==> config.mk <==
export PLATFORM = sky130hd
export DESIGN_NAME = padded_row_builder
export DESIGN_NICKNAME = d
export VERILOG_FILES = /design/src/rtl/pre_pkg.sv /design/src/rtl/padded_row_builder.sv
export SDC_FILE = /design/constraint.sdc
export NUM_CORES = 1
export LEC_CHECK = 0
export BUFFER_PORTS_ARGS = -buffer_cell sky130_fd_sc_hd__buf_2
export CORE_UTILIZATION = 30
export CTS_CLUSTER_SIZE = 14
export DETAILED_ROUTE_END_ITERATION = 8
export GPL_ROUTABILITY_DRIVEN = 0
export SETUP_SLACK_MARGIN = 0.15
export SYNTH_ARGS = -nofsm -noshare
export SYNTH_HDL_FRONTEND = slang
export SYNTH_SLANG_ARGS = --single-unit
==> constraint.sdc <==
create_clock -name PEclk -period 8.45 [get_ports PEclk]
set_input_delay 2.1125 -clock PEclk [delete_from_list [all_inputs] [get_ports PEclk]]
set_output_delay 2.1125 -clock PEclk [all_outputs]
set_load 0.02 [all_outputs]
==> src/rtl/pre_pkg.sv <==
package pre_pkg;

  // frame geometry
  localparam int PIX_W       = 8;
  localparam int IMG_W       = 32;
  localparam int IMG_H       = 32;
  localparam int PAD_W       = IMG_W + 2;      // one pad byte at each end
  localparam int ROW_W       = PAD_W * PIX_W;  // 272 bit row
  localparam int FRAME_WORDS = IMG_W * IMG_H;
  localparam int ADDR_W      = 10;
  localparam int ROW_IDX_W   = 6;

  // rows 0 and LAST_ROW are pad rows
  localparam logic [ROW_IDX_W-1:0] LAST_ROW = ROW_IDX_W'(IMG_H + 1);

  // APB register map
  localparam int APB_AW = 4;
  localparam int APB_DW = 32;

  localparam logic [APB_AW-1:0] REG_CTRL   = 4'h0;  // bit0 enable, bit1 switch
  localparam logic [APB_AW-1:0] REG_PAD    = 4'h4;  // pad value
  localparam logic [APB_AW-1:0] REG_STATUS = 4'h8;  // read only flags

  // status bit positions
  localparam int ST_WR_FULL  = 0;
  localparam int ST_RD_READY = 1;
  localparam int ST_WR_BANK  = 2;

  // row builder state codes
  localparam int ST_W = 3;

  localparam logic [ST_W-1:0] ST_IDLE = 3'd0;  // wait for a ready frame
  localparam logic [ST_W-1:0] ST_NEXT = 3'd1;  // start of next row
  localparam logic [ST_W-1:0] ST_READ = 3'd2;  // issuing pixel reads
  localparam logic [ST_W-1:0] ST_LAST = 3'd3;  // last read in flight
  localparam logic [ST_W-1:0] ST_OUT  = 3'd4;  // row valid, wait for ready

endpackage

==> src/rtl/padded_row_builder.sv <==
`timescale 1ns/1ps

module padded_row_builder import pre_pkg::*; (
  input  logic                 PEclk,
  input  logic                 rst_n,
  input  logic                 i_enable,
  input  logic [PIX_W-1:0]     i_pad_value,
  input  logic                 i_rd_ready,
  input  logic [PIX_W-1:0]     i_rd_data,
  input  logic                 i_row_ready,
  output logic [ADDR_W-1:0]    o_rd_addr,
  output logic                 o_rd_release,
  output logic [ROW_W-1:0]     o_row_data,
  output logic [ROW_IDX_W-1:0] o_row_idx,
  output logic                 o_row_vld
);

  logic [ST_W-1:0]      state;
  logic [ROW_IDX_W-1:0] col;       // pixel reads issued in this row
  logic                 cap_q;     // read data valid this cycle
  logic [ROW_W-1:0]     pad_fill;
  logic                 pad_row;

  assign pad_fill = {PAD_W{i_pad_value}};
  assign pad_row  = (o_row_idx == '0) || (o_row_idx == LAST_ROW);

  always_ff @(posedge PEclk or negedge rst_n) begin
    if (!rst_n) begin
      state        <= ST_IDLE;
      col          <= '0;
      cap_q        <= 1'b0;
      o_rd_addr    <= '0;
      o_rd_release <= 1'b0;
      o_row_idx    <= '0;
      o_row_vld    <= 1'b0;
    end else begin
      o_rd_release <= 1'b0;
      cap_q        <= (state == ST_READ);
      case (state)
        ST_IDLE: begin
          // old bank still flagged ready while release is in flight
          if (i_enable && i_rd_ready && !o_rd_release) begin
            o_row_idx <= '0;
            o_rd_addr <= '0;
            o_row_vld <= 1'b1;  // row 0 is all pad
            state     <= ST_OUT;
          end
        end
        ST_NEXT: begin
          if (i_enable) begin
            if (pad_row) begin
              o_row_vld <= 1'b1;
              state     <= ST_OUT;
            end else begin
              col   <= '0;
              state <= ST_READ;
            end
          end
        end
        ST_READ: begin
          o_rd_addr <= o_rd_addr + 1'b1;  // frame is read contiguously
          col       <= col + 1'b1;
          if (col == ROW_IDX_W'(IMG_W - 1)) begin
            state <= ST_LAST;
          end
        end
        ST_LAST: begin
          o_row_vld <= 1'b1;
          state     <= ST_OUT;
        end
        ST_OUT: begin
          if (i_row_ready) begin
            o_row_vld <= 1'b0;
            if (o_row_idx == LAST_ROW) begin
              o_rd_release <= 1'b1;  // frame done, bank back to writer
              state        <= ST_IDLE;
            end else begin
              o_row_idx <= o_row_idx + 1'b1;
              state     <= ST_NEXT;
            end
          end
        end
        default: state <= ST_IDLE;
      endcase
    end
  end

  // byte 0 sits in the msbs, pixels shift in from the low end of the middle
  always_ff @(posedge PEclk) begin
    if ((state == ST_IDLE) || (state == ST_NEXT)) begin
      o_row_data <= pad_fill;
    end else if (cap_q) begin
      o_row_data[ROW_W-PIX_W-1:PIX_W] <= {o_row_data[ROW_W-2*PIX_W-1:PIX_W], i_rd_data};
    end
  end

  a_row_hold: assert property (
    @(posedge PEclk) disable iff (!rst_n)
    (o_row_vld && !i_row_ready) |=>
      (o_row_vld && $stable(o_row_data) && $stable(o_row_idx))
  );

endmodule

Word-level counts from Yosys, hierarchy flattened
Index checks and enable logic that the tools add are counted.

Register bits after elaboration: 300. Output and inout bits: 290. Input bits: 21.

Equal/unequal tests: 13. Add/subtract/negate cells: 3. Reductions and logical operators: 17. Multiplexer cells: 26.

Operators by type and width (number): $mux W256 (2); $mux W6 (5); $pmux W6 S2 (2); $pmux W10 S2 (1); $mux W3 (5); $pmux W3 S5 (1); $add A6 B1 Y6 const B (2); $ne A2 B2 Y1 const B (6); $add A10 B1 Y10 const B (1); $mux W10 (1); $mux W1 (8); $reduce_and A4 Y1 (2); $reduce_bool A2 Y1 (4); $eq A3 B2 Y1 const B (2); $eq A6 B5 Y1 const B (1); $eq A6 B6 Y1 const B (1); $logic_not A6 Y1 (1); $reduce_and A5 Y1 (1); $pmux W1 S4 (1); $reduce_bool A4 Y1 (1); $eq A3 B1 Y1 const B (1); $eq A3 B3 Y1 const B (1); $logic_not A3 Y1 (1); $reduce_and A3 Y1 (1); other kinds (5) (7).

Logic depth before layout (Yosys ltp)
Gate-level depths: netlist (run 1).

Depth in word-level cells: 5. Gate-level depth with buffers: 8.

Least setup slack after synthesis (run 1)
OpenSTA, ideal clock, no wires.

Path kind: flip-flop to flip-flop. From: register state[2]. To: register o_row_data[100], enable pin. Stages on the path, launching flop included: 6. Clock period less this slack: 7.520 ns. Library setup time: 0.663 ns. Data required time: 7.787 ns. Arrival: 6.857 ns. Slack: 0.930 ns. Path buffers: 3. Cell sequence: dfrtp_1 buf_6 or2_1 buf_2 clkbuf_1 nand2b_1.

Cells in the longest elaborated chain, start to end: 3.

Ends and longest elaborated chain: start: declaration (RTL line padded_row_builder.sv:18) `logic [ST_W-1:0] state;`; start signal: assignment (RTL line padded_row_builder.sv:29) `state <= ST_IDLE;`; start signal: assignment (RTL line padded_row_builder.sv:46) `state <= ST_OUT;`; start signal: assignment (RTL line padded_row_builder.sv:53) `state <= ST_OUT;`; $eq A3 B1 Y1 / $logic_not A3 Y1 (equally long branches) (RTL line padded_row_builder.sv:90) `if ((state == ST_IDLE) || (state == ST_NEXT)) begin`; $logic_or A1 B1 Y1 * (RTL line padded_row_builder.sv:90); $reduce_bool A2 Y1 (no source line) *; end signal: assignment (RTL line padded_row_builder.sv:91) `o_row_data <= pad_fill;`; end signal: indexed assignment (RTL line padded_row_builder.sv:93) `o_row_data[ROW_W-PIX_W-1:PIX_W] <= {o_row_data[ROW_W-2*PIX_W-1:PIX_W], i_rd_data};`; end: declaration (RTL line padded_row_builder.sv:13) `output logic [ROW_W-1:0] o_row_data,`.

Every way passes the cells marked *; elsewhere a longest branch is shown, timed or not. A chain may end at the register's enable or synchronous reset.

Final worst setup path (run 1)
From: register o_row_idx[0]. To: output o_row_idx[0].

RTL lines: start: declaration (RTL line padded_row_builder.sv:14) `output logic [ROW_IDX_W-1:0] o_row_idx,`; start signal: assignment (RTL line padded_row_builder.sv:78) `o_row_idx <= o_row_idx + 1'b1;`.

No word-level cell between the ends.

==> metrics.txt, run 1 <==
share of layout cells above drive strength 1=0.356; CTS tree=done; vias in the first global route=around 7,000; GRT Total Usage=0.142; Fillers=3,742; Die Y=~200 um; worst-path fanout max=8; Worst-Margin Slew=just over 1 ns; Mapped Area=around 12,000 um^2; # hold bufs at CTS=0; synthesized instance count=roughly 760; die area=39,900 um^2; Port Buf Inserts=310; number of vias per cell=around 4.7; DR iter-0 viols=slightly above 400; Worst Clk Skew=~0.012 ns; Min-Delay Path Class=reg2reg; Chip Width=200 um; synthesis-stage register bit count=292; Avg WL per Cell=roughly 19 um; Max Slew Vio Count=0; htree depth=2; Post-DP Area=roughly 14,000 um^2; Detail Route Antenna Nets=0; outcome=completed; area of the multi-input gates=2740 um^2; first-pass GRT wire length=approximately 43 mm; Worst-path clk slew=0.06 ns; n_diodes=0; Buffers & Inverters on Critical Path=1; Rows=about 70; max_cap viols=0; Yosys top cell by area=edfxtp_1; Ys Warns=0; drt total wl=around 30 mm; final period utilization=0.398; Top Ports=just over 300; CP cell instances=buf_2; Post-synth EDFFs=~260; Syn Area/Cell=approximately 15 um^2; Post-Synth XOR/XNOR Area=0.000746; Clock Tree Root=clkbuf_16; cts bufs inserted=34; Setup violations, final=0; Crit path max-delay family=flip-flops; multiplexer share of the synthesized area=0.00863; post-cts gate resize count=0; startpoint kind of the worst setup timing path=register; Initial Utilization=0.304; clk buf depth=3; net count after synthesis=787; Core Util, Final=0.380; CP endpoint kind=output pin; Post-route DRC=0; nets=approximately 1,100; Overflow after GRT=0; final setup margin=roughly 5.1 ns; distinct cell type count of the synthesized netlist=39; synth top area cells=edfxtp_1 (68%), a21o_1 (16%), dfrtp_1 (6.0%); Fin Setup TNS=0 ns; Core ar.=between 30,000 and 40,000 um^2; Final min period=around 3.4 ns; largest family of logic cells by synthesized area=compound AO/OA/AOI/OAI gates; Post-synth ARST share=0.0959; via count=approximately 7,500; Reg area=between 8000 and 9000 um^2; # Post-CTS Setup Buffers=0; Top FF cell, synth=edfxtp_1; RSZ-0062 raised after global routing=no; Finished Cell Area=around 15,000 um^2; area share of fa/ha/maj cells after synthesis=0.00533; final hold vios=0; largest stage delay on the critical path=around 0.50 ns; top cell type's share of synthesized area=0.675; Arr. time, crit path=between 1 and 1.5 ns; HPWL after DPL=around 19 mm; area growth from synthesis to layout=25.2%; largest net degree at the start of global routing=94; CP Class=reg2out; CTS sink count=~300; first drt pass iteration count=4; Clock Latency Late Sink=0.53 ns; antenna violations before repair=0; Max Clk Rate=between 200 and 300 MHz; simple-gate share of the synthesized area=0.0372; Setup WS pre-CTS=approximately 5.2 ns; Max transition margin=0.313; Worst EP required=approximately 6.3 ns; sequential share of the synthesized area=0.735; Compound-Gate Fraction of Synth Area=0.180; CP max stage cell=dfrtp_1
[cell usage in the layout, fill, tap and decap left out, types with 8 or more instances in the layout]
cell type and count:
a21o_1 257, dfrtp_1 28, o21ai_0 15, nor2_1 8, nand2_1 27, nand3_1 14
mux2i_1 9, buf_2 310, edfxtp_1 264, a21oi_1 9, buf_4 8, clkbuf_16 34
clkbuf_1 10
[cell type report]
class,count,share of cell area
clock buffers,45,0.0614
multi-input cells,390,0.186
repair buffers,318,0.110
flip-flops and latches,292,0.587
inverters,5,0.00136
clock inverters,16,0.0104
well taps,518,0.0441
[cell families after synthesis]
group	count (synthesis)
AO/OA/AOI/OAI	290
multiplexers	10
flip-flops	292
AND/OR/NAND/NOR	84
adder cells (fa/ha/maj)	5
buffers and inverters	79
XOR/XNOR	1
[synthesized netlist by cell type, drive strengths merged (2+ instances only)]
master / number
inv: 4
nand2b: 5
a21oi: 9
dfrtp: 28
and3: 5
nor3: 2
edfxtp: 264
clkbuf: 30
nor2: 8
or3: 2
a31oi: 3
mux2i: 9
a21o: 257
nand3: 15
or2: 2
nand4: 6
nand2: 27
ha: 5
buf: 44
and2: 8
o21bai: 2
o21ai: 15
[registers in the layout, indices dropped and copies added (netlist names)]
register,count
cap_q,1
col,6
o_rd_addr,10
o_rd_release,1
o_row_data,264
o_row_idx,6
o_row_vld,1
state,3
[routing by layer]
layer  global-route usage  vias up  part of all wire  wire length (um)
met5                    0        -                 0                 0
met2                0.225      262              0.48             14100
met3               0.0454       44             0.083              2450
li1                     -     3437                 -                 -
met1                0.181     3750              0.42             12300
met4               0.0529        0             0.022               663
[through the flow]
stage / cells / hold slack, ns
after global placement: 1523 / 0.494
after global routing: 1584 / 0.532
after floorplan: 761 / 0.470
after CTS: 1584 / 0.519
final: 1584 / 0.511
after detailed placement: 1523 / 0.505
[final timing paths]
path,startpoint,slack [ns],depth (start not counted),end
worst max-delay path,o_row_idx[0],5.09,1,o_row_idx[0]
worst min-delay path,o_row_vld,0.51,1,o_row_vld
worst max register to register,state[2],5.55,6,col[2]
worst min register to register,o_row_vld,0.51,1,o_row_vld
max in group asynchronous,rst_n,6.40,1,o_rd_addr[1]
min in group asynchronous,rst_n,1.61,1,o_rd_release
Power of run 1 is not shown: default switching activity piles up to over one toggle a cycle in this logic, so the estimate is an artifact.
==> inputs of run 2 (changes only) <==
==> constraint.sdc (replaced) <==
create_clock -name PEclk -period 2.8 [get_ports PEclk]
set_input_delay 0.7 -clock PEclk [delete_from_list [all_inputs] [get_ports PEclk]]
set_output_delay 0.7 -clock PEclk [all_outputs]
set_load 0.02 [all_outputs]
==> metrics.txt, run 2 (synthesized netlist as in run 1, its figures left out) <==
antenna violations before repair=0; Worst EP required=around 3.2 ns; Arr. time, crit path=between 2 and 3 ns; outcome=completed; Post-route DRC=0; share of layout cells above drive strength 1=0.358; drt total wl=around 29 mm; CP endpoint kind=register; vias in the first global route=just over 7,000; Max transition margin=0.349; Worst-path clk slew=0.06 ns; CP Class=reg2reg; Initial Utilization=0.304; CTS sink count=292; Die Y=200 um; number of vias per cell=approximately 4.7; RSZ-0062 raised after global routing=no; biggest regs=o_row_data (264), o_rd_addr (10); final setup margin=0.653 ns; Reg2Reg Launch Point=state[2]; Rows=72; startpoint kind of the worst setup timing path=register; Min-Delay Path Class=in2async; HPWL after DPL=19.2 mm; Clock Latency Late Sink=between 0.5 and 0.6 ns; Largest register FFs=264; Overflow after GRT=0; area growth from synthesis to layout=26.3%; Core ar.=just under 40,000 um^2; worst-path fanout max=16; final period utilization=0.767; CTS tree=done; max_cap viols=0; Setup WS pre-CTS=between 0.6 and 0.7 ns; Most flops, register=o_row_data; Worst-Margin Slew=roughly 0.98 ns; n_diodes=0; nets=1,075; clk buf depth=3; FF-to-FF path depth=5; Setup violations, final=0; via count=~7,500; final hold vios=0; die area=between 30,000 and 40,000 um^2; post-cts gate resize count=0; Avg WL per Cell=around 18 um; largest net degree at the start of global routing=approximately 140; Max Clk Rate=466 MHz; cts bufs inserted=35; # hold bufs at CTS=0; Top Ports=between 300 and 400; Port Buf Inserts=310; Chip Width=between 150 and 200 um; DR iter-0 viols=~450; first-pass GRT wire length=between 40 and 50 mm; Worst R2R End=o_rd_addr[5]; GRT Total Usage=0.141; htree depth=2; most common cell after layout, fill and taps aside=buf_2; Max Slew Vio Count=0; r2r setup slk=0.65 ns; Final min period=2.15 ns; first drt pass iteration count=5; Clock Tree Root=clkbuf_16; Worst Clk Skew=~0.020 ns; Detail Route Antenna Nets=0; # Post-CTS Setup Buffers=0; most frequent cells in the layout=buf_2 (310), edfxtp_1 (264), a21o_1 (257)
-- run 2: changes by cell type in the layout (fill, tap and decap cells not counted) --
cell,delta
and2_1,+4
and2_2,-4
buf_12,+5
buf_4,+2
clkbuf_1,-2
clkbuf_16,+1
clkbuf_8,-1
clkinv_2,+3
clkinv_4,+1
clkinv_8,-1
inv_16,+1
inv_6,-2
-- run 2: metal layers --
metal,global-route usage,up-vias,wire length (um)
met2,0.231,303,14200
met3,0.0482,37,2450
li1,-,3442,-
met1,0.177,3756,12100
met4,0.0399,0,504
met5,0,-,0
-- run 2: critical path, cell delays in order, from the launching register on --
cell	delay, ns
dfrtp_1	0.48
or3b_1	0.53
clkinv_2	0.34
a31oi_1	0.46
o21ai_0	0.16
o21ai_0	0.09
-- run 2: layout make-up --
type                    instances  area (um^2)
well taps                     518          648
inverters                       5         20.0
fillers                      3675        23800
flip-flops and latches        292         8630
clock inverters                18          163
clock buffers                  43          906
multi-input cells             390         2740
repair buffers                325         1730
-- run 2: per-stage QoR --
step           hold WS, ns  cell area, um^2  utilization  instances  setup TNS, ns
2_1_floorplan        0.404            11800            -        761         -93.26
3_3_place_gp         0.467            13800        0.356       1530              0
3_5_place_dp         0.472            13800        0.356       1530              0
4_1_cts              0.189            14800        0.384       1591              0
5_1_grt              0.228            14800        0.384       1591              0
6_report             0.214            14800        0.384       1591              0
-- run 2: worst max-delay path by stage --
| stage | start | cells after the start | endpoint | slack, ns |
|---|---|---|---|---|
| after floorplan | state[2] | 5 | o_row_data[100] | -0.36 |
| after global placement | state[2] | 4 | o_row_data[169] | 0.69 |
| after detailed placement | state[2] | 4 | o_row_data[137] | 0.62 |
| after CTS | state[2] | 4 | o_row_data[225] | 0.62 |
| after global routing | state[2] | 5 | o_rd_addr[5] | 0.42 |
| final | state[2] | 5 | o_rd_addr[5] | 0.65 |
Power of run 2 is left out for the same reason.
==> inputs of run 3 (changes only) <==
==> constraint.sdc (replaced) <==
create_clock -name PEclk -period 2.2 [get_ports PEclk]
set_input_delay 0.55 -clock PEclk [delete_from_list [all_inputs] [get_ports PEclk]]
set_output_delay 0.55 -clock PEclk [all_outputs]
set_load 0.02 [all_outputs]
==> metrics.txt, run 3 (synthesized netlist as in run 1, its figures left out) <==
CP endpoint kind=register; Arr. time, crit path=2.21 ns; nets=1,081; htree depth=2; Post-DP Area=between 10,000 and 15,000 um^2; share of layout cells above drive strength 1=0.364; Worst R2R End=o_row_data[150]; Worst-path clk slew=~0.060 ns; die area=around 40,000 um^2; final period utilization=0.830; Worst Clk Skew=~0.011 ns; final setup margin=0.373 ns; biggest regs=o_row_data (264), o_rd_addr (10); CP Class=reg2reg; Fin Setup TNS=0 ns; area of the multi-input gates=2740 um^2; Largest register FFs=around 260; RSZ-0062 raised after global routing=no; Die Y=200 um; Clock Latency Late Sink=0.52 ns; GR Util met2=0.225; r2r setup slk=roughly 0.37 ns; Clock Tree Root=clkbuf_16; most common cell after layout, fill and taps aside=buf_2; Core ar.=between 30,000 and 40,000 um^2; clk buf depth=3; post-cts gate resize count=0; Setup violations, final=0; via count=between 7,000 and 8,000; Min-Delay Path Class=in2async; cts bufs inserted=34; most frequent cells in the layout=buf_2 (310), edfxtp_1 (264), a21o_1 (257); vias in the first global route=roughly 7,300; Port Buf Inserts=between 300 and 400; Overflow after GRT=0; Finished Cell Area=15,100 um^2; worst-path fanout max=32; met1 GRT Util=0.184; Max Slew Vio Count=0; Rows=72; Final min period=about 1.8 ns; n_diodes=0; first-pass GRT wire length=around 43 mm; Reg area=approximately 8600 um^2; Chip Width=between 150 and 200 um; largest stage delay on the critical path=around 0.46 ns; Setup WS pre-CTS=roughly 0.37 ns; Initial Utilization=0.304; M3 GR Usage=0.0410; CP cell instances=or2_4 -> inv_2 -> and2_1 -> buf_4 -> a21o_1; Fillers=around 3,700; Post-route DRC=0; GRT Max-Usage Layer=met2; Buffers & Inverters on Critical Path=2; GRT Total Usage=0.142; Reg2Reg Launch Point=state[2]; Top Ports=roughly 310; Max Clk Rate=about 550 MHz; first drt pass iteration count=5; # Post-CTS Setup Buffers=0; max_cap viols=0; # hold bufs at CTS=0; largest net degree at the start of global routing=153; DR iter-0 viols=between 400 and 500; CTS tree=done; drt total wl=between 20 and 30 mm; FF-to-FF path depth=5; CTS sink count=roughly 290; Most flops, register=o_row_data; Crit path max-delay family=buffers and inverters; Avg WL per Cell=18.5 um; final hold vios=0; CP max stage cell=dfrtp_1; Core Util, Final=0.390; number of vias per cell=roughly 4.7; startpoint kind of the worst setup timing path=register; HPWL after DPL=roughly 19 mm; Detail Route Antenna Nets=0; area growth from synthesis to layout=28.4%; Worst-Margin Slew=around 0.73 ns; Max transition margin=0.514; outcome=completed; antenna violations before repair=0; Worst EP required=roughly 2.6 ns
run 3: cell count changes in the layout (fill, tap and decap cells not counted):
| cell | previous run | this run |
|---|---|---|
| bufinv_16 | 2 | 3 |
| clkinv_2 | 7 | 5 |
| inv_6 | 1 | 2 |
| buf_4 | 10 | 7 |
| buf_12 | 5 | 15 |
| inv_16 | 1 | 0 |
| clkbuf_16 | 35 | 37 |
| clkbuf_8 | 0 | 1 |
| clkbuf_1 | 8 | 7 |
run 3: metal layers:
metal / wire length [um] / vias to the layer above
met3: 2340 / 46
met5: 0 / -
met1: 12600 / 3775
met4: 688 / 0
li1: - / 3466
met2: 14000 / 286
run 3: worst max-delay path by stage:
stage / cells past startpoint / end / from / slack, ns
after global routing: 5 / o_rd_addr[3] / state[2] / 0.17
after floorplan: 5 / o_row_data[100] / state[2] / -0.96
final: 5 / o_row_data[150] / state[2] / 0.37
after global placement: 5 / o_row_data[262] / state[2] / 0.40
after CTS: 5 / o_row_data[150] / state[2] / 0.35
after detailed placement: 5 / o_row_data[150] / state[2] / 0.37
run 3: cell type report:
cell class	instances	share of cell area
sequential	292	0.572
clock inverter	17	0.0114
multi-input combinational	390	0.182
clock buffer	45	0.0641
inverter	5	0.00133
tap	518	0.0430
timing repair buffer	332	0.126
run 3: stage by stage:
step           hold slack [ns]  std cells
2_1_floorplan            0.254        761
5_1_grt                 0.0850       1599
6_report                0.0543       1599
3_5_place_dp             0.470       1537
4_1_cts                 0.0541       1599
3_3_place_gp             0.477       1537
Power of run 3 is left out for the same reason.
