$ cat config.mk
export PLATFORM = sky130hd
export DESIGN_NAME = apb_cfg_regs
export DESIGN_NICKNAME = d
export VERILOG_FILES = /design/src/rtl/pre_pkg.sv /design/src/rtl/apb_cfg_regs.sv
export SDC_FILE = /design/constraint.sdc
export NUM_CORES = 1
export LEC_CHECK = 0
export BUFFER_PORTS_ARGS = -buffer_cell sky130_fd_sc_hd__buf_4
export CORE_MARGIN = 2
export CORE_UTILIZATION = 33
export CTS_BUF_LIST = sky130_fd_sc_hd__clkbuf_8
export DETAILED_ROUTE_END_ITERATION = 10
export GPL_ROUTABILITY_DRIVEN = 0
export HOLD_SLACK_MARGIN = 0.05
export PLACE_DENSITY = 0.87
export REMOVE_ABC_BUFFERS = 1
export SETUP_SLACK_MARGIN = 0.4
export SLEW_MARGIN = 10
export SYNTH_ARGS = -nofsm -noshare
export SYNTH_HDL_FRONTEND = slang
export SYNTH_SLANG_ARGS = --single-unit
$ cat constraint.sdc
create_clock -name PEclk -period 1.1 [get_ports PEclk]
set_input_delay 0.11 -clock PEclk [delete_from_list [all_inputs] [get_ports PEclk]]
set_output_delay 0.11 -clock PEclk [all_outputs]
set_load 0.01 [all_outputs]
$ cat src/rtl/pre_pkg.sv
package pre_pkg;

  // frame geometry
  localparam int PIX_W       = 8;
  localparam int IMG_W       = 32;
  localparam int IMG_H       = 32;
  localparam int PAD_W       = IMG_W + 2;      // one pad byte at each end
  localparam int ROW_W       = PAD_W * PIX_W;  // 272 bit row
  localparam int FRAME_WORDS = IMG_W * IMG_H;
  localparam int ADDR_W      = 10;
  localparam int ROW_IDX_W   = 6;

  // rows 0 and LAST_ROW are pad rows
  localparam logic [ROW_IDX_W-1:0] LAST_ROW = ROW_IDX_W'(IMG_H + 1);

  // APB register map
  localparam int APB_AW = 4;
  localparam int APB_DW = 32;

  localparam logic [APB_AW-1:0] REG_CTRL   = 4'h0;  // bit0 enable, bit1 switch
  localparam logic [APB_AW-1:0] REG_PAD    = 4'h4;  // pad value
  localparam logic [APB_AW-1:0] REG_STATUS = 4'h8;  // read only flags

  // status bit positions
  localparam int ST_WR_FULL  = 0;
  localparam int ST_RD_READY = 1;
  localparam int ST_WR_BANK  = 2;

  // row builder state codes
  localparam int ST_W = 3;

  localparam logic [ST_W-1:0] ST_IDLE = 3'd0;  // wait for a ready frame
  localparam logic [ST_W-1:0] ST_NEXT = 3'd1;  // start of next row
  localparam logic [ST_W-1:0] ST_READ = 3'd2;  // issuing pixel reads
  localparam logic [ST_W-1:0] ST_LAST = 3'd3;  // last read in flight
  localparam logic [ST_W-1:0] ST_OUT  = 3'd4;  // row valid, wait for ready

endpackage

$ cat src/rtl/apb_cfg_regs.sv
`timescale 1ns/1ps

module apb_cfg_regs import pre_pkg::*; (
  input  logic              PEclk,
  input  logic              rst_n,
  input  logic              i_psel,
  input  logic              i_penable,
  input  logic              i_pwrite,
  input  logic [APB_AW-1:0] i_paddr,
  input  logic [APB_DW-1:0] i_pwdata,
  input  logic              i_wr_full,
  input  logic              i_rd_ready,
  input  logic              i_wr_bank,
  output logic [APB_DW-1:0] o_prdata,
  output logic              o_pready,
  output logic              o_pslverr,
  output logic              o_enable,
  output logic [PIX_W-1:0]  o_pad_value,
  output logic              o_switch_req
);

  logic access;   // APB access phase
  logic map_hit;  // address is one of the three registers
  logic bad_xfer;
  logic wr_en;

  assign access   = i_psel & i_penable;
  assign map_hit  = (i_paddr == REG_CTRL) || (i_paddr == REG_PAD) || (i_paddr == REG_STATUS);
  assign bad_xfer = !map_hit || (i_pwrite && (i_paddr == REG_STATUS));
  assign wr_en    = access & i_pwrite & !bad_xfer;

  assign o_pready  = 1'b1;  // zero wait states
  assign o_pslverr = access & bad_xfer;

  always_ff @(posedge PEclk or negedge rst_n) begin
    if (!rst_n) begin
      o_enable     <= 1'b0;
      o_pad_value  <= '0;
      o_switch_req <= 1'b0;
    end else begin
      o_switch_req <= wr_en && (i_paddr == REG_CTRL) && i_pwdata[1];  // one cycle pulse
      if (wr_en && (i_paddr == REG_CTRL)) begin
        o_enable <= i_pwdata[0];
      end
      if (wr_en && (i_paddr == REG_PAD)) begin
        o_pad_value <= i_pwdata[PIX_W-1:0];
      end
    end
  end

  // read mux, switch bit always reads back zero
  always_comb begin
    o_prdata = '0;
    case (i_paddr)
      REG_CTRL: o_prdata[0] = o_enable;
      REG_PAD:  o_prdata[PIX_W-1:0] = o_pad_value;
      REG_STATUS: begin
        o_prdata[ST_WR_FULL]  = i_wr_full;
        o_prdata[ST_RD_READY] = i_rd_ready;
        o_prdata[ST_WR_BANK]  = i_wr_bank;
      end
      default: o_prdata = '0;
    endcase
  end

  // APB never has two access phases in a row without wait states,
  // so a CTRL write can only pulse the switch for a single cycle
  a_switch_single: assert property (
    @(posedge PEclk) disable iff (!rst_n)
    o_switch_req |=> !o_switch_req
  );

endmodule

# Yosys cells after proc, flatten, opt, wreduce, memory -nomap -nowiden
# Index checks and enable logic that the tools add are counted.
[totals]
input_bits = 44
latch_bits = 0
rom_bits = 0
reg_bits = 10
mem_bits_rw = 0
elab_cells = 22
n_memories = 0
[op_classes]
addsub = 0
multipliers = 0
reduce_logical = 10
n_bitwise = 4
div = 0
n_shift = 0
n_lt_le_gt_ge = 0
n_eq_ne = 2
n_mux = 3
[ops]
columns = ["cell", "count"]
rows = [
  ["$mux 5", 1],
  ["$and 1x1->1", 4],
  ["$eq 4x3->1 const B", 1],
  ["$eq 4x4->1 const B", 1],
  ["$logic_and 1x1->1", 4],
  ["$logic_not 4->1", 1],
  ["$pmux 2 s2", 1],
  ["$logic_or 1x1->1", 3],
  ["$pmux 1 s3", 1],
  ["$logic_not 1->1", 2],
]

# Logic depth before layout (Yosys ltp)
# Gate-level depths: netlist of the first run.
[depth]
depth_word = 9
mapped_depth = 4

# Least setup slack after synthesis of the first run
# No wires, ideal clock.
[synth_path]
kind = "input port to flip-flop"
start = "input i_paddr[1]"
end = "register o_pad_value[0]"
path_buffers = 1
path_stages = 4
arrival_ns = 1.090
setup_ns = 0.125
t_required_ns = 0.975
setup_slack_ns = -0.115
cell_sequence = "nor4b_4 > and4_1 > buf_6 > mux2_2"
[synth_between]
elab_chain_len = 8
elab_cells_between_ends = 11
cone_classes = "eq/ne: 2; bitwise: 1; reduce/logical: 8"
[synth_lines]
columns = ["item", "line", "text"]
rows = [
  ["start: declaration", "apb_cfg_regs.sv:9", "input logic [APB_AW-1:0] i_paddr,"],
  ["$eq 4x3->1 or $logic_not 4->1 (tied branches)", "apb_cfg_regs.sv:28, apb_cfg_regs.sv:45", ""],
  ["$logic_or 1x1->1 (2 in series)", "apb_cfg_regs.sv:28", "assign map_hit = (i_paddr == REG_CTRL) || (i_paddr == REG_PAD) || (i_paddr == REG_STATUS);"],
  ["$logic_not 1->1", "apb_cfg_regs.sv:29", "assign bad_xfer = !map_hit || (i_pwrite && (i_paddr == REG_STATUS));"],
  ["$logic_or 1x1->1", "apb_cfg_regs.sv:29", ""],
  ["$logic_not 1->1", "apb_cfg_regs.sv:30", "assign wr_en = access & i_pwrite & !bad_xfer;"],
  ["$and 1x1->1", "apb_cfg_regs.sv:30", ""],
  ["$logic_and 1x1->1 *", "apb_cfg_regs.sv:45", "if (wr_en && (i_paddr == REG_PAD)) begin"],
  ["end signal: assignment", "apb_cfg_regs.sv:46", "o_pad_value <= i_pwdata[PIX_W-1:0];"],
  ["end: declaration", "apb_cfg_regs.sv:18", "output logic [PIX_W-1:0] o_pad_value,"],
]
# Every way passes the cells marked *; elsewhere a longest branch is shown, timed or not.
# A chain may end at the register's enable or synchronous reset.

# Worst setup path in the final report of the first run
[layout_path]
start = "register o_enable"
end = "output o_prdata[0]"
[layout_between]
elab_chain_len = 1
[layout_lines]
columns = ["item", "line", "text"]
rows = [
  ["start: declaration", "apb_cfg_regs.sv:17", "output logic o_enable,"],
  ["start signal: assignment", "apb_cfg_regs.sv:43", "o_enable <= i_pwdata[0];"],
  ["$pmux 1 s3", "apb_cfg_regs.sv:54", "case (i_paddr)"],
  ["end: declaration", "apb_cfg_regs.sv:14", "output logic [APB_DW-1:0] o_prdata,"],
]
# No other way between the ends.

==> flow_metrics.env, run 1 <==
export IMPL_die_x_um=51.1
export IMPL_synth_edf_count=0
export IMPL_vdd_drop_max_v=0.000634
export IMPL_p_leak_nw=0.713
export IMPL_clk_pin_slew_ns=0.05
export IMPL_antenna_found_initial=0
export IMPL_insertion_delay_ns=0.23
export IMPL_reg2reg_from="o_pad_value[0]$_DFFE_PN0P_"
export IMPL_synthFlopType="dfrtp_1"
export IMPL_synth_cell_types=22
export IMPL_cp_slowest_cell="dfrtp_1"
export IMPL_rsz0062_at_grt="true"
export IMPL_final_common_cell="buf_4"
export IMPL_grt_usage=0.165
export IMPL_via_count=680
export IMPL_max_clock_path_buffers=2
export IMPL_firstDrtPassIters=3
export IMPL_hpwl_mm=1.35
export IMPL_synth_top_area_frac=0.342
export IMPL_stdcell_area_um2=1370
export IMPL_reg2reg_to="o_pad_value[0]$_DFFE_PN0P_"
export IMPL_final_cell_mix="32 x buf_4, 25 x conb_1, 25 x buf_6"
export IMPL_reg2reg_slack_ns=0
export IMPL_min_path_type="input pin to flop"
export IMPL_maxSlewViolCount=0
export IMPL_nets=177
export IMPL_grt_max_degree=11
export IMPL_critical_path_buf_inv_count=1
export IMPL_p_per_area_nw_per_um2=1020
export IMPL_grt_pass1_wl_mm=3.19
export IMPL_start_util=0.341
export IMPL_cts_made_buffers=3
export IMPL_grt_ovfl_total=0
export IMPL_path_class="flop to output port"
export IMPL_cts_sinks=10
export IMPL_coreArea_um2=2150
export IMPL_worstSetupStartpoint="o_enable$_DFFE_PN0P_"
export IMPL_crit_fanout=2
export IMPL_drive_above_1_share=0.659
export IMPL_slowest_delay_ns=0.35
export IMPL_grtUsageMet3=0.0205
export IMPL_async_flop_share=1.00
export IMPL_arrival_ns=1.16
export IMPL_ys_ff_latch=10
export IMPL_drc=0
export IMPL_insertedDiodeCount=0
export IMPL_final_hold_viol_count=0
export IMPL_max_cap_violations=0
export IMPL_endpoint="o_prdata[0]"
export IMPL_io_buffers=38
export IMPL_syn2layout_area_growth_pct=86.5
export IMPL_setup_viol=4
export IMPL_synth_top_cell_by_area="dfrtp_1"
export IMPL_fin_ws_ns=-0.168
export IMPL_skew_ns=0
export IMPL_fin_crit_ns=1.27
export IMPL_rows=17
export IMPL_setup_tns_final_ns=-0.325
export IMPL_synth_area_um2=732
export IMPL_timing_final_crit_share=1.15
export IMPL_boundaryPins=88
export IMPL_cp_depth=4
export IMPL_drtAntennaViolNets=0
export IMPL_synth_cells=71
export IMPL_fmax_ghz=0.789
export IMPL_finalPower_w=0.00139
export IMPL_yosysSeqAreaShare=0.342
export IMPL_critPathCaptureType="output port"
export IMPL_start_kind="flop"
export IMPL_yosys_top_cells_area="dfrtp_1 34%, buf_4 26%, mux2_2 14%, and2_2 5.1%, nor4b_4 3.2%"
export IMPL_grt_pass1_vias=710
export IMPL_place_area_um2=1030
export IMPL_num_fill_cells=161
export IMPL_path_cells="mux2i_1 -> or2_4 -> a21boi_2 -> buf_4"
export IMPL_cp_top_family="flip-flops"
export IMPL_reg2regPathDepth=4
export IMPL_hold_path_cell_count=2
export IMPL_grt_util_met2=0.294
export IMPL_h_tree_depth=1
export IMPL_root_buffer="clkbuf_8"
export IMPL_busiest_layer="met2"
export IMPL_status="finished with violations"
export IMPL_cts_tree="yes"
export IMPL_die_area_um2=2610
export IMPL_violations="setup timing"
export IMPL_syn_area_per_cell_um2=10.3
export IMPL_wire_per_inst_um=13.0
export IMPL_drt_total_wl_mm=2.08
export IMPL_drt_initial_drc_count=5
export IMPL_cp_required_ns=0.99
export IMPL_avgViaCountPerCell=4.25
export IMPL_synth_yosys_warnings=0
export IMPL_die_y_um=51.1
export IMPL_met1_usage=0.193
==> timing repair <==
item,in CTS,in global routing
hold buffers,1,0
pin swaps,12,4
setup buffers,8,1
setup endpoints to repair,29,29
hold endpoints to repair,10,0
cloned,0,0
resized for setup,51,6
==> flip-flops by register name, summed over array words and instances (netlist names) <==
signal,cells
o_switch_req,1
o_pad_value,8
o_enable,1
==> kinds of logic (layout without fill, tap and decap cells) <==
kind of cell,count (synthesis),in the layout,synth area share
AOI/OAI and AO/OA,5,5,0.0444
buffers and inverters,26,64,0.272
DFF,10,10,0.342
muxes,10,10,0.152
other,2,25,0.0103
and+or+nand+nor,18,18,0.180
==> stage by stage <==
step | instances | setup slack [ns] | hold WS (ns) | utilization
final | 160 | -0.168 | 0.109 | 0.635
after global routing | 160 | -0.242 | 0.106 | 0.635
after CTS | 159 | -0.157 | 0.106 | 0.619
after detailed placement | 146 | -0.276 | -0.0575 | 0.479
after global placement | 146 | -0.243 | -0.0590 | 0.479
after floorplan | 68 | -0.184 | -0.186 | -
==> cell type report <==
cell class                      count  area [um^2]  area share
Timing Repair Buffer               60          562       0.412
Multi-Input combinational cell     58          463       0.339
Sequential cell                    10          250       0.183
Clock buffer                        4         55.1      0.0403
Tap cell                           28         35.0      0.0257
==> power by group <==
| part | total, W | switching, W | internal (W) |
|---|---|---|---|
| Clock | 0.000446 | 0.000132 | 0.000314 |
| Sequential | 0.000452 | 0.0000380 | 0.000414 |
| Combinational | 0.000497 | 0.000194 | 0.000304 |
| Total | 0.00139 | 0.000364 | 0.00103 |
==> metal layers <==
metal	vias up	share of wire	routed length (um)
li1	309	-	-
met1	321	0.36	748
met2	46	0.54	1130
met3	4	0.078	163
met4	0	0.020	42
met5	-	0	0
==> synthesized netlist by cell type, drive strengths merged, types with 2 or more instances <==
| master | n |
|---|---|
| buf | 26 |
| dfrtp | 10 |
| mux2 | 9 |
| and2 | 6 |
| a22oi | 2 |
| conb | 2 |
| nand2 | 2 |
| nor3 | 2 |
| nor4b | 2 |
==> worst min path at each step <==
stage                                             to         from
after floorplan                 o_enable$_DFFE_PN0P_        rst_n
after global placement        o_switch_req$_DFF_PN0_        rst_n
after detailed placement  o_pad_value[2]$_DFFE_PN0P_        rst_n
after CTS                 o_pad_value[5]$_DFFE_PN0P_  i_pwdata[5]
after global routing      o_pad_value[4]$_DFFE_PN0P_  i_pwdata[4]
final                     o_pad_value[5]$_DFFE_PN0P_  i_pwdata[5]
==> worst reg2reg max path, delay by kind of cell, from the launching register on <==
kind | cells | cell delay [ns]
buffers and inverters | 3 | 0.34
DFF | 1 | 0.37
muxes | 1 | 0.26
(Power assumes the default switching activity.)
==> run 2: changes to the inputs <==
--- a/config.mk
+++ b/config.mk
@@ -5,14 +5,14 @@
 export SDC_FILE = /design/constraint.sdc
 export NUM_CORES = 1
 export LEC_CHECK = 0
-export BUFFER_PORTS_ARGS = -buffer_cell sky130_fd_sc_hd__buf_4
-export CORE_MARGIN = 2
-export CORE_UTILIZATION = 33
+export CORE_AREA = 2 2 39 41
 export CTS_BUF_LIST = sky130_fd_sc_hd__clkbuf_8
 export DETAILED_ROUTE_END_ITERATION = 10
+export DIE_AREA = 0 0 41 43
+export DONT_BUFFER_PORTS = 1
 export GPL_ROUTABILITY_DRIVEN = 0
 export HOLD_SLACK_MARGIN = 0.05
-export PLACE_DENSITY = 0.87
+export PLACE_DENSITY = 0.76
 export REMOVE_ABC_BUFFERS = 1
 export SETUP_SLACK_MARGIN = 0.4
 export SLEW_MARGIN = 10
==> flow_metrics.env, run 2 (synthesized netlist as in run 1, its figures left out) <==
export IMPL_boundaryPins=88
export IMPL_final_hold_viol_count=0
export IMPL_fin_ws_ns=-0.112
export IMPL_insertedDiodeCount=0
export IMPL_hpwl_mm=1.06
export IMPL_arrival_ns=1.10
export IMPL_p_int_w=0.000867
export IMPL_reg2reg_from="o_pad_value[0]$_DFFE_PN0P_"
export IMPL_via_count=494
export IMPL_cts_made_buffers=3
export IMPL_p_leak_nw=0.446
export IMPL_reg2reg_slack_ns=-0.02
export IMPL_worstSetupStartpoint="o_pad_value[0]$_DFFE_PN0P_"
export IMPL_pwr_share_clk=0.383
export IMPL_fmax_ghz=0.825
export IMPL_rows=14
export IMPL_whs_ns=0.0294
export IMPL_min_path_type="input pin to flop"
export IMPL_io_buffers=0
export IMPL_grt_max_degree=11
export IMPL_violations="setup timing"
export IMPL_root_buffer="clkbuf_8"
export IMPL_antenna_found_initial=0
export IMPL_holdBufCountCts=2
export IMPL_grt_pass1_vias=434
export IMPL_top_register="o_pad_value"
export IMPL_path_class="flop to output port"
export IMPL_cts_sinks=10
export IMPL_firstDrtPassIters=3
export IMPL_critPathCaptureType="output port"
export IMPL_final_cell_mix="25 x conb_1, 9 x mux2_4, 8 x dfrtp_1"
export IMPL_avgViaCountPerCell=4.84
export IMPL_nets=131
export IMPL_maxSlewViolCount=0
export IMPL_seqPwrFrac=0.407
export IMPL_cts_tree="yes"
export IMPL_vdd_drop_max_v=0.000954
export IMPL_start_util=0.529
export IMPL_place_area_um2=699
export IMPL_drc=0
export IMPL_die_area_um2=1760
export IMPL_cp_required_ns=0.99
export IMPL_drtAntennaViolNets=0
export IMPL_grt_pass1_wl_mm=1.79
export IMPL_h_tree_depth=1
export IMPL_switchingPower_w=0.000285
export IMPL_syn2layout_area_growth_pct=21.5
export IMPL_max_cap_violations=0
export IMPL_grt_ovfl_total=0
export IMPL_crit_fanout=2
export IMPL_status="finished with violations"
export IMPL_setup_viol=3
export IMPL_clk_pin_slew_ns=0.05
export IMPL_fin_crit_ns=1.21
export IMPL_drive_above_1_share=0.442
export IMPL_rsz0062_at_grt="true"
export IMPL_drt_initial_drc_count=2
export IMPL_die_y_um=43
export IMPL_skew_ns=0
export IMPL_start_kind="flop"
export IMPL_timing_final_crit_share=1.10
export IMPL_top_regs="o_pad_value: 8 flops, o_enable: 1 flops, o_switch_req: 1 flops"
export IMPL_drt_total_wl_mm=1.40
export IMPL_insertion_delay_ns=0.23
export IMPL_die_x_um=41
export IMPL_largest_reg_flops=8
export IMPL_coreArea_um2=1380
export IMPL_final_common_cell="conb_1"
export IMPL_stdcell_area_um2=890
export IMPL_sw_frac_of_total=0.247
export IMPL_comb_power_share=0.209
export IMPL_wire_per_inst_um=13.8
export IMPL_max_clock_path_buffers=2
export IMPL_p_per_area_nw_per_um2=1290
export IMPL_grt_usage=0.154
export IMPL_min_from="i_pwdata[4]"
## run 2: changes by cell type in the layout (fill, tap and decap cells not counted), sizes merged
cell         previous run  this run
dlygate4sd3             1         2
buf                    59        12
## run 2: final cells by class
cell class	instances	area [um^2]
timing repair buffer	14	133
fill	121	494
clock buffer	4	55.1
tap	16	20.0
multi-input combinational	58	429
sequential	10	253
## run 2: layer usage
layer / GRT usage / vias up / routed length (um)
li1: - / 219 / -
met1: 0.158 / 231 / 440
met2: 0.259 / 42 / 789
met3: 0.0471 / 2 / 164
met4: 0.0800 / 0 / 10
met5: 0 / - / 0
## run 2: power groups by stage
stage	registers, W	logic [W]	clock network (W)
after floorplan	0.000467	0.000108	0
final	0.000469	0.000241	0.000441
after detailed placement	0.000469	0.000147	0
after global placement	0.000468	0.000143	0
after global routing	0.000476	0.000264	0.000477
after CTS	0.000467	0.000210	0.000452
## run 2: worst paths after layout
path	to	cells after the start
worst max register to register	o_pad_value[0]$_DFFE_PN0P_	4
worst min register to register	o_pad_value[6]$_DFFE_PN0P_	1
worst max-delay path	o_prdata[0]	4
max in group asynchronous	o_pad_value[6]$_DFFE_PN0P_	1
min in group asynchronous	o_pad_value[4]$_DFFE_PN0P_	1
worst min-delay path	o_pad_value[4]$_DFFE_PN0P_	1
## run 2: what timing repair did
action,4_1_cts,5_1_grt
hold endpoints to repair,20,8
pin swaps,3,1
endpoints found under the setup margin,27,27
gates resized for setup,21,7
buffers inserted,2,2
## run 2: worst max-delay path, stage by stage (launching register included)
cell,delay (ns)
dfrtp_1,0.35
mux2i_1,0.08
or2_4,0.23
a21boi_2,0.11
buf_4,0.12
## run 2: metrics by stage
step | setup TNS [ns] | instances | setup WS [ns] | total power (W) | utilization
final | -0.193 | 102 | -0.112 | 0.00115 | 0.643
after global routing | -0.373 | 102 | -0.167 | 0.00122 | 0.643
after floorplan | -1.49 | 68 | -0.184 | 0.000575 | -
after CTS | -0.220 | 100 | -0.137 | 0.00113 | 0.615
after global placement | -0.844 | 92 | -0.110 | 0.000612 | 0.505
after detailed placement | -0.957 | 92 | -0.135 | 0.000616 | 0.505
==> run 3: changes to the inputs <==
--- a/config.mk
+++ b/config.mk
@@ -5,6 +5,7 @@
 export SDC_FILE = /design/constraint.sdc
 export NUM_CORES = 1
 export LEC_CHECK = 0
+export ABC_AREA = 1
 export CORE_AREA = 2 2 39 41
 export CTS_BUF_LIST = sky130_fd_sc_hd__clkbuf_8
 export DETAILED_ROUTE_END_ITERATION = 10
@@ -12,7 +13,7 @@
 export DONT_BUFFER_PORTS = 1
 export GPL_ROUTABILITY_DRIVEN = 0
 export HOLD_SLACK_MARGIN = 0.05
-export PLACE_DENSITY = 0.76
+export PLACE_DENSITY = 0.82
 export REMOVE_ABC_BUFFERS = 1
 export SETUP_SLACK_MARGIN = 0.4
 export SLEW_MARGIN = 10
==> flow_metrics.env, run 3 <==
export IMPL_top_register="o_pad_value"
export IMPL_boundaryPins=88
export IMPL_h_tree_depth=1
export IMPL_io_buffers=0
export IMPL_max_clock_path_buffers=2
export IMPL_skew_ns=0
export IMPL_fmax_ghz=0.960
export IMPL_syn_area_per_cell_um2=7.47
export IMPL_nets=172
export IMPL_cp_top_family="flip-flops"
export IMPL_p_leak_nw=0.529
export IMPL_synth_common_cells="26 x buf_4, 26 x nand2_1, 10 x dfrtp_1, 10 x inv_1, 9 x nand4_1"
export IMPL_synth_cell_types=15
export IMPL_synth_edf_count=0
export IMPL_cts_made_buffers=3
export IMPL_coreArea_um2=1380
export IMPL_rows=14
export IMPL_dpl_cell_count=123
export IMPL_die_area_um2=1760
export IMPL_setup_viol=0
export IMPL_timing_final_crit_share=0.947
export IMPL_maxSlewViolCount=0
export IMPL_final_hold_viol_count=0
export IMPL_synth_top_area_frac=0.310
export IMPL_setup_tns_final_ns=0
export IMPL_drt_total_wl_mm=1.79
export IMPL_insertion_delay_ns=0.24
export IMPL_path_cells="a22o_1"
export IMPL_final_cell_mix="25 x conb_1, 19 x nand2_1, 9 x nand4_1"
export IMPL_crit_fanout=3
export IMPL_grt_pass1_wl_mm=2.22
export IMPL_grt_usage=0.196
export IMPL_async_flop_share=1.00
export IMPL_hpwl_mm=1.14
export IMPL_grt_max_degree=11
export IMPL_drc=0
export IMPL_drtAntennaViolNets=0
export IMPL_via_count=678
export IMPL_start_util=0.583
export IMPL_max_cap_violations=0
export IMPL_vdd_drop_max_v=0.000561
export IMPL_status="finished clean"
export IMPL_arrival_ns=0.93
export IMPL_synth_yosys_warnings=0
export IMPL_drive_above_1_share=0.425
export IMPL_final_common_cell="conb_1"
export IMPL_slowest_delay_ns=0.44
export IMPL_min_path_type="input pin to flop"
export IMPL_avgViaCountPerCell=4.74
export IMPL_largest_reg_flops=8
export IMPL_synthFlopType="dfrtp_1"
export IMPL_yosysSeqAreaShare=0.310
export IMPL_fin_crit_ns=1.04
export IMPL_synth_cells=108
export IMPL_wire_per_inst_um=12.5
export IMPL_root_buffer="clkbuf_8"
export IMPL_synth_top_cell_by_area="dfrtp_1"
export IMPL_met1_usage=0.209
export IMPL_drt_initial_drc_count=7
export IMPL_path_class="flop to output port"
export IMPL_insertedDiodeCount=0
export IMPL_critical_path_buf_inv_count=0
export IMPL_fin_ws_ns=0.0582
export IMPL_rsz0062_at_grt="true"
export IMPL_firstDrtPassIters=4
export IMPL_grt_util_met2=0.294
export IMPL_synth_area_um2=807
export IMPL_stdcell_area_um2=1060
export IMPL_pre_cts_slack_ns=0.116
export IMPL_place_area_um2=726
export IMPL_busiest_layer="met2"
export IMPL_antenna_found_initial=0
export IMPL_cts_sinks=10
export IMPL_grt_pass1_vias=550
export IMPL_top_regs="o_pad_value: 8 flops, o_enable: 1 flops, o_switch_req: 1 flops"
export IMPL_clk_pin_slew_ns=0.05
export IMPL_cp_required_ns=0.99
export IMPL_cts_tree="yes"
export IMPL_grt_ovfl_total=0
export IMPL_die_y_um=43
export IMPL_yosys_top_cells_area="dfrtp_1 31%, buf_4 24%, nand2_1 12%, nand4_1 7.0%, inv_1 4.7%"
export IMPL_stdcell_count=143
export IMPL_ys_ff_latch=10
export IMPL_grtUsageMet3=0.0628
export IMPL_start_kind="flop"
export IMPL_p_per_area_nw_per_um2=988
export IMPL_cp_slowest_cell="dfrtp_2"
export IMPL_syn2layout_area_growth_pct=31.5
export IMPL_die_x_um=41
export IMPL_critPathCaptureType="output port"
## run 3: cells by family after synthesis
group	after synthesis	synth area share
AOI/OAI and AO/OA	2	0.0217
other	2	0.00931
DFF	10	0.310
and+or+nand+nor	54	0.333
buffers and inverters	40	0.326
## run 3: area by class of cell
cell class / count / area [um^2]
clock buffers: 4 / 55.1
inverters: 12 / 88.8
repair buffers: 20 / 186
flip-flops and latches: 10 / 260
multi-input cells: 81 / 450
fillers: 113 / 323
well taps: 16 / 20.0
## run 3: through the flow
step | utilization | hold WS, ns | total power [W]
2_1_floorplan | - | -0.186 | 0.000492
3_3_place_gp | 0.524 | -0.185 | 0.000508
3_5_place_dp | 0.524 | -0.185 | 0.000511
4_1_cts | 0.661 | 0.162 | 0.00102
5_1_grt | 0.767 | 0.187 | 0.00110
6_report | 0.767 | 0.146 | 0.00105
## run 3: path summary, 6_finish.rpt
path	slack [ns]	start	end	depth (start not counted)
min in group asynchronous	0.26	rst_n	o_switch_req$_DFF_PN0_	1
max in group asynchronous	0.51	rst_n	o_pad_value[2]$_DFFE_PN0P_	1
min reg2reg	0.54	o_pad_value[0]$_DFFE_PN0P_	o_pad_value[0]$_DFFE_PN0P_	2
min	0.15	i_paddr[2]	o_pad_value[1]$_DFFE_PN0P_	4
max	0.06	o_pad_value[2]$_DFFE_PN0P_	o_prdata[2]	1
max reg2reg	0.42	o_pad_value[7]$_DFFE_PN0P_	o_pad_value[7]$_DFFE_PN0P_	2
## run 3: repair_timing
item | in CTS | in global routing
hold endpoints to repair | 20 | 0
pin swaps | 9 | 12
hold buffers | 9 | 0
buffers inserted | 3 | 4
endpoints found under the setup margin | 26 | 27
resized for setup | 5 | 44
## run 3: layer usage
layer / share of wire / vias to the layer above / wire [um]
met2: 0.54 / 43 / 961
met3: 0.085 / 4 / 152
met1: 0.35 / 308 / 633
met4: 0.021 / 0 / 38
met5: 0 / - / 0
li1: - / 323 / -
## run 3: report_power, final
group / internal [W] / switching [W]
sequential: 0.000382 / 0.0000189
clock: 0.000315 / 0.000148
combinational: 0.0000698 / 0.000114
total: 0.000767 / 0.000281
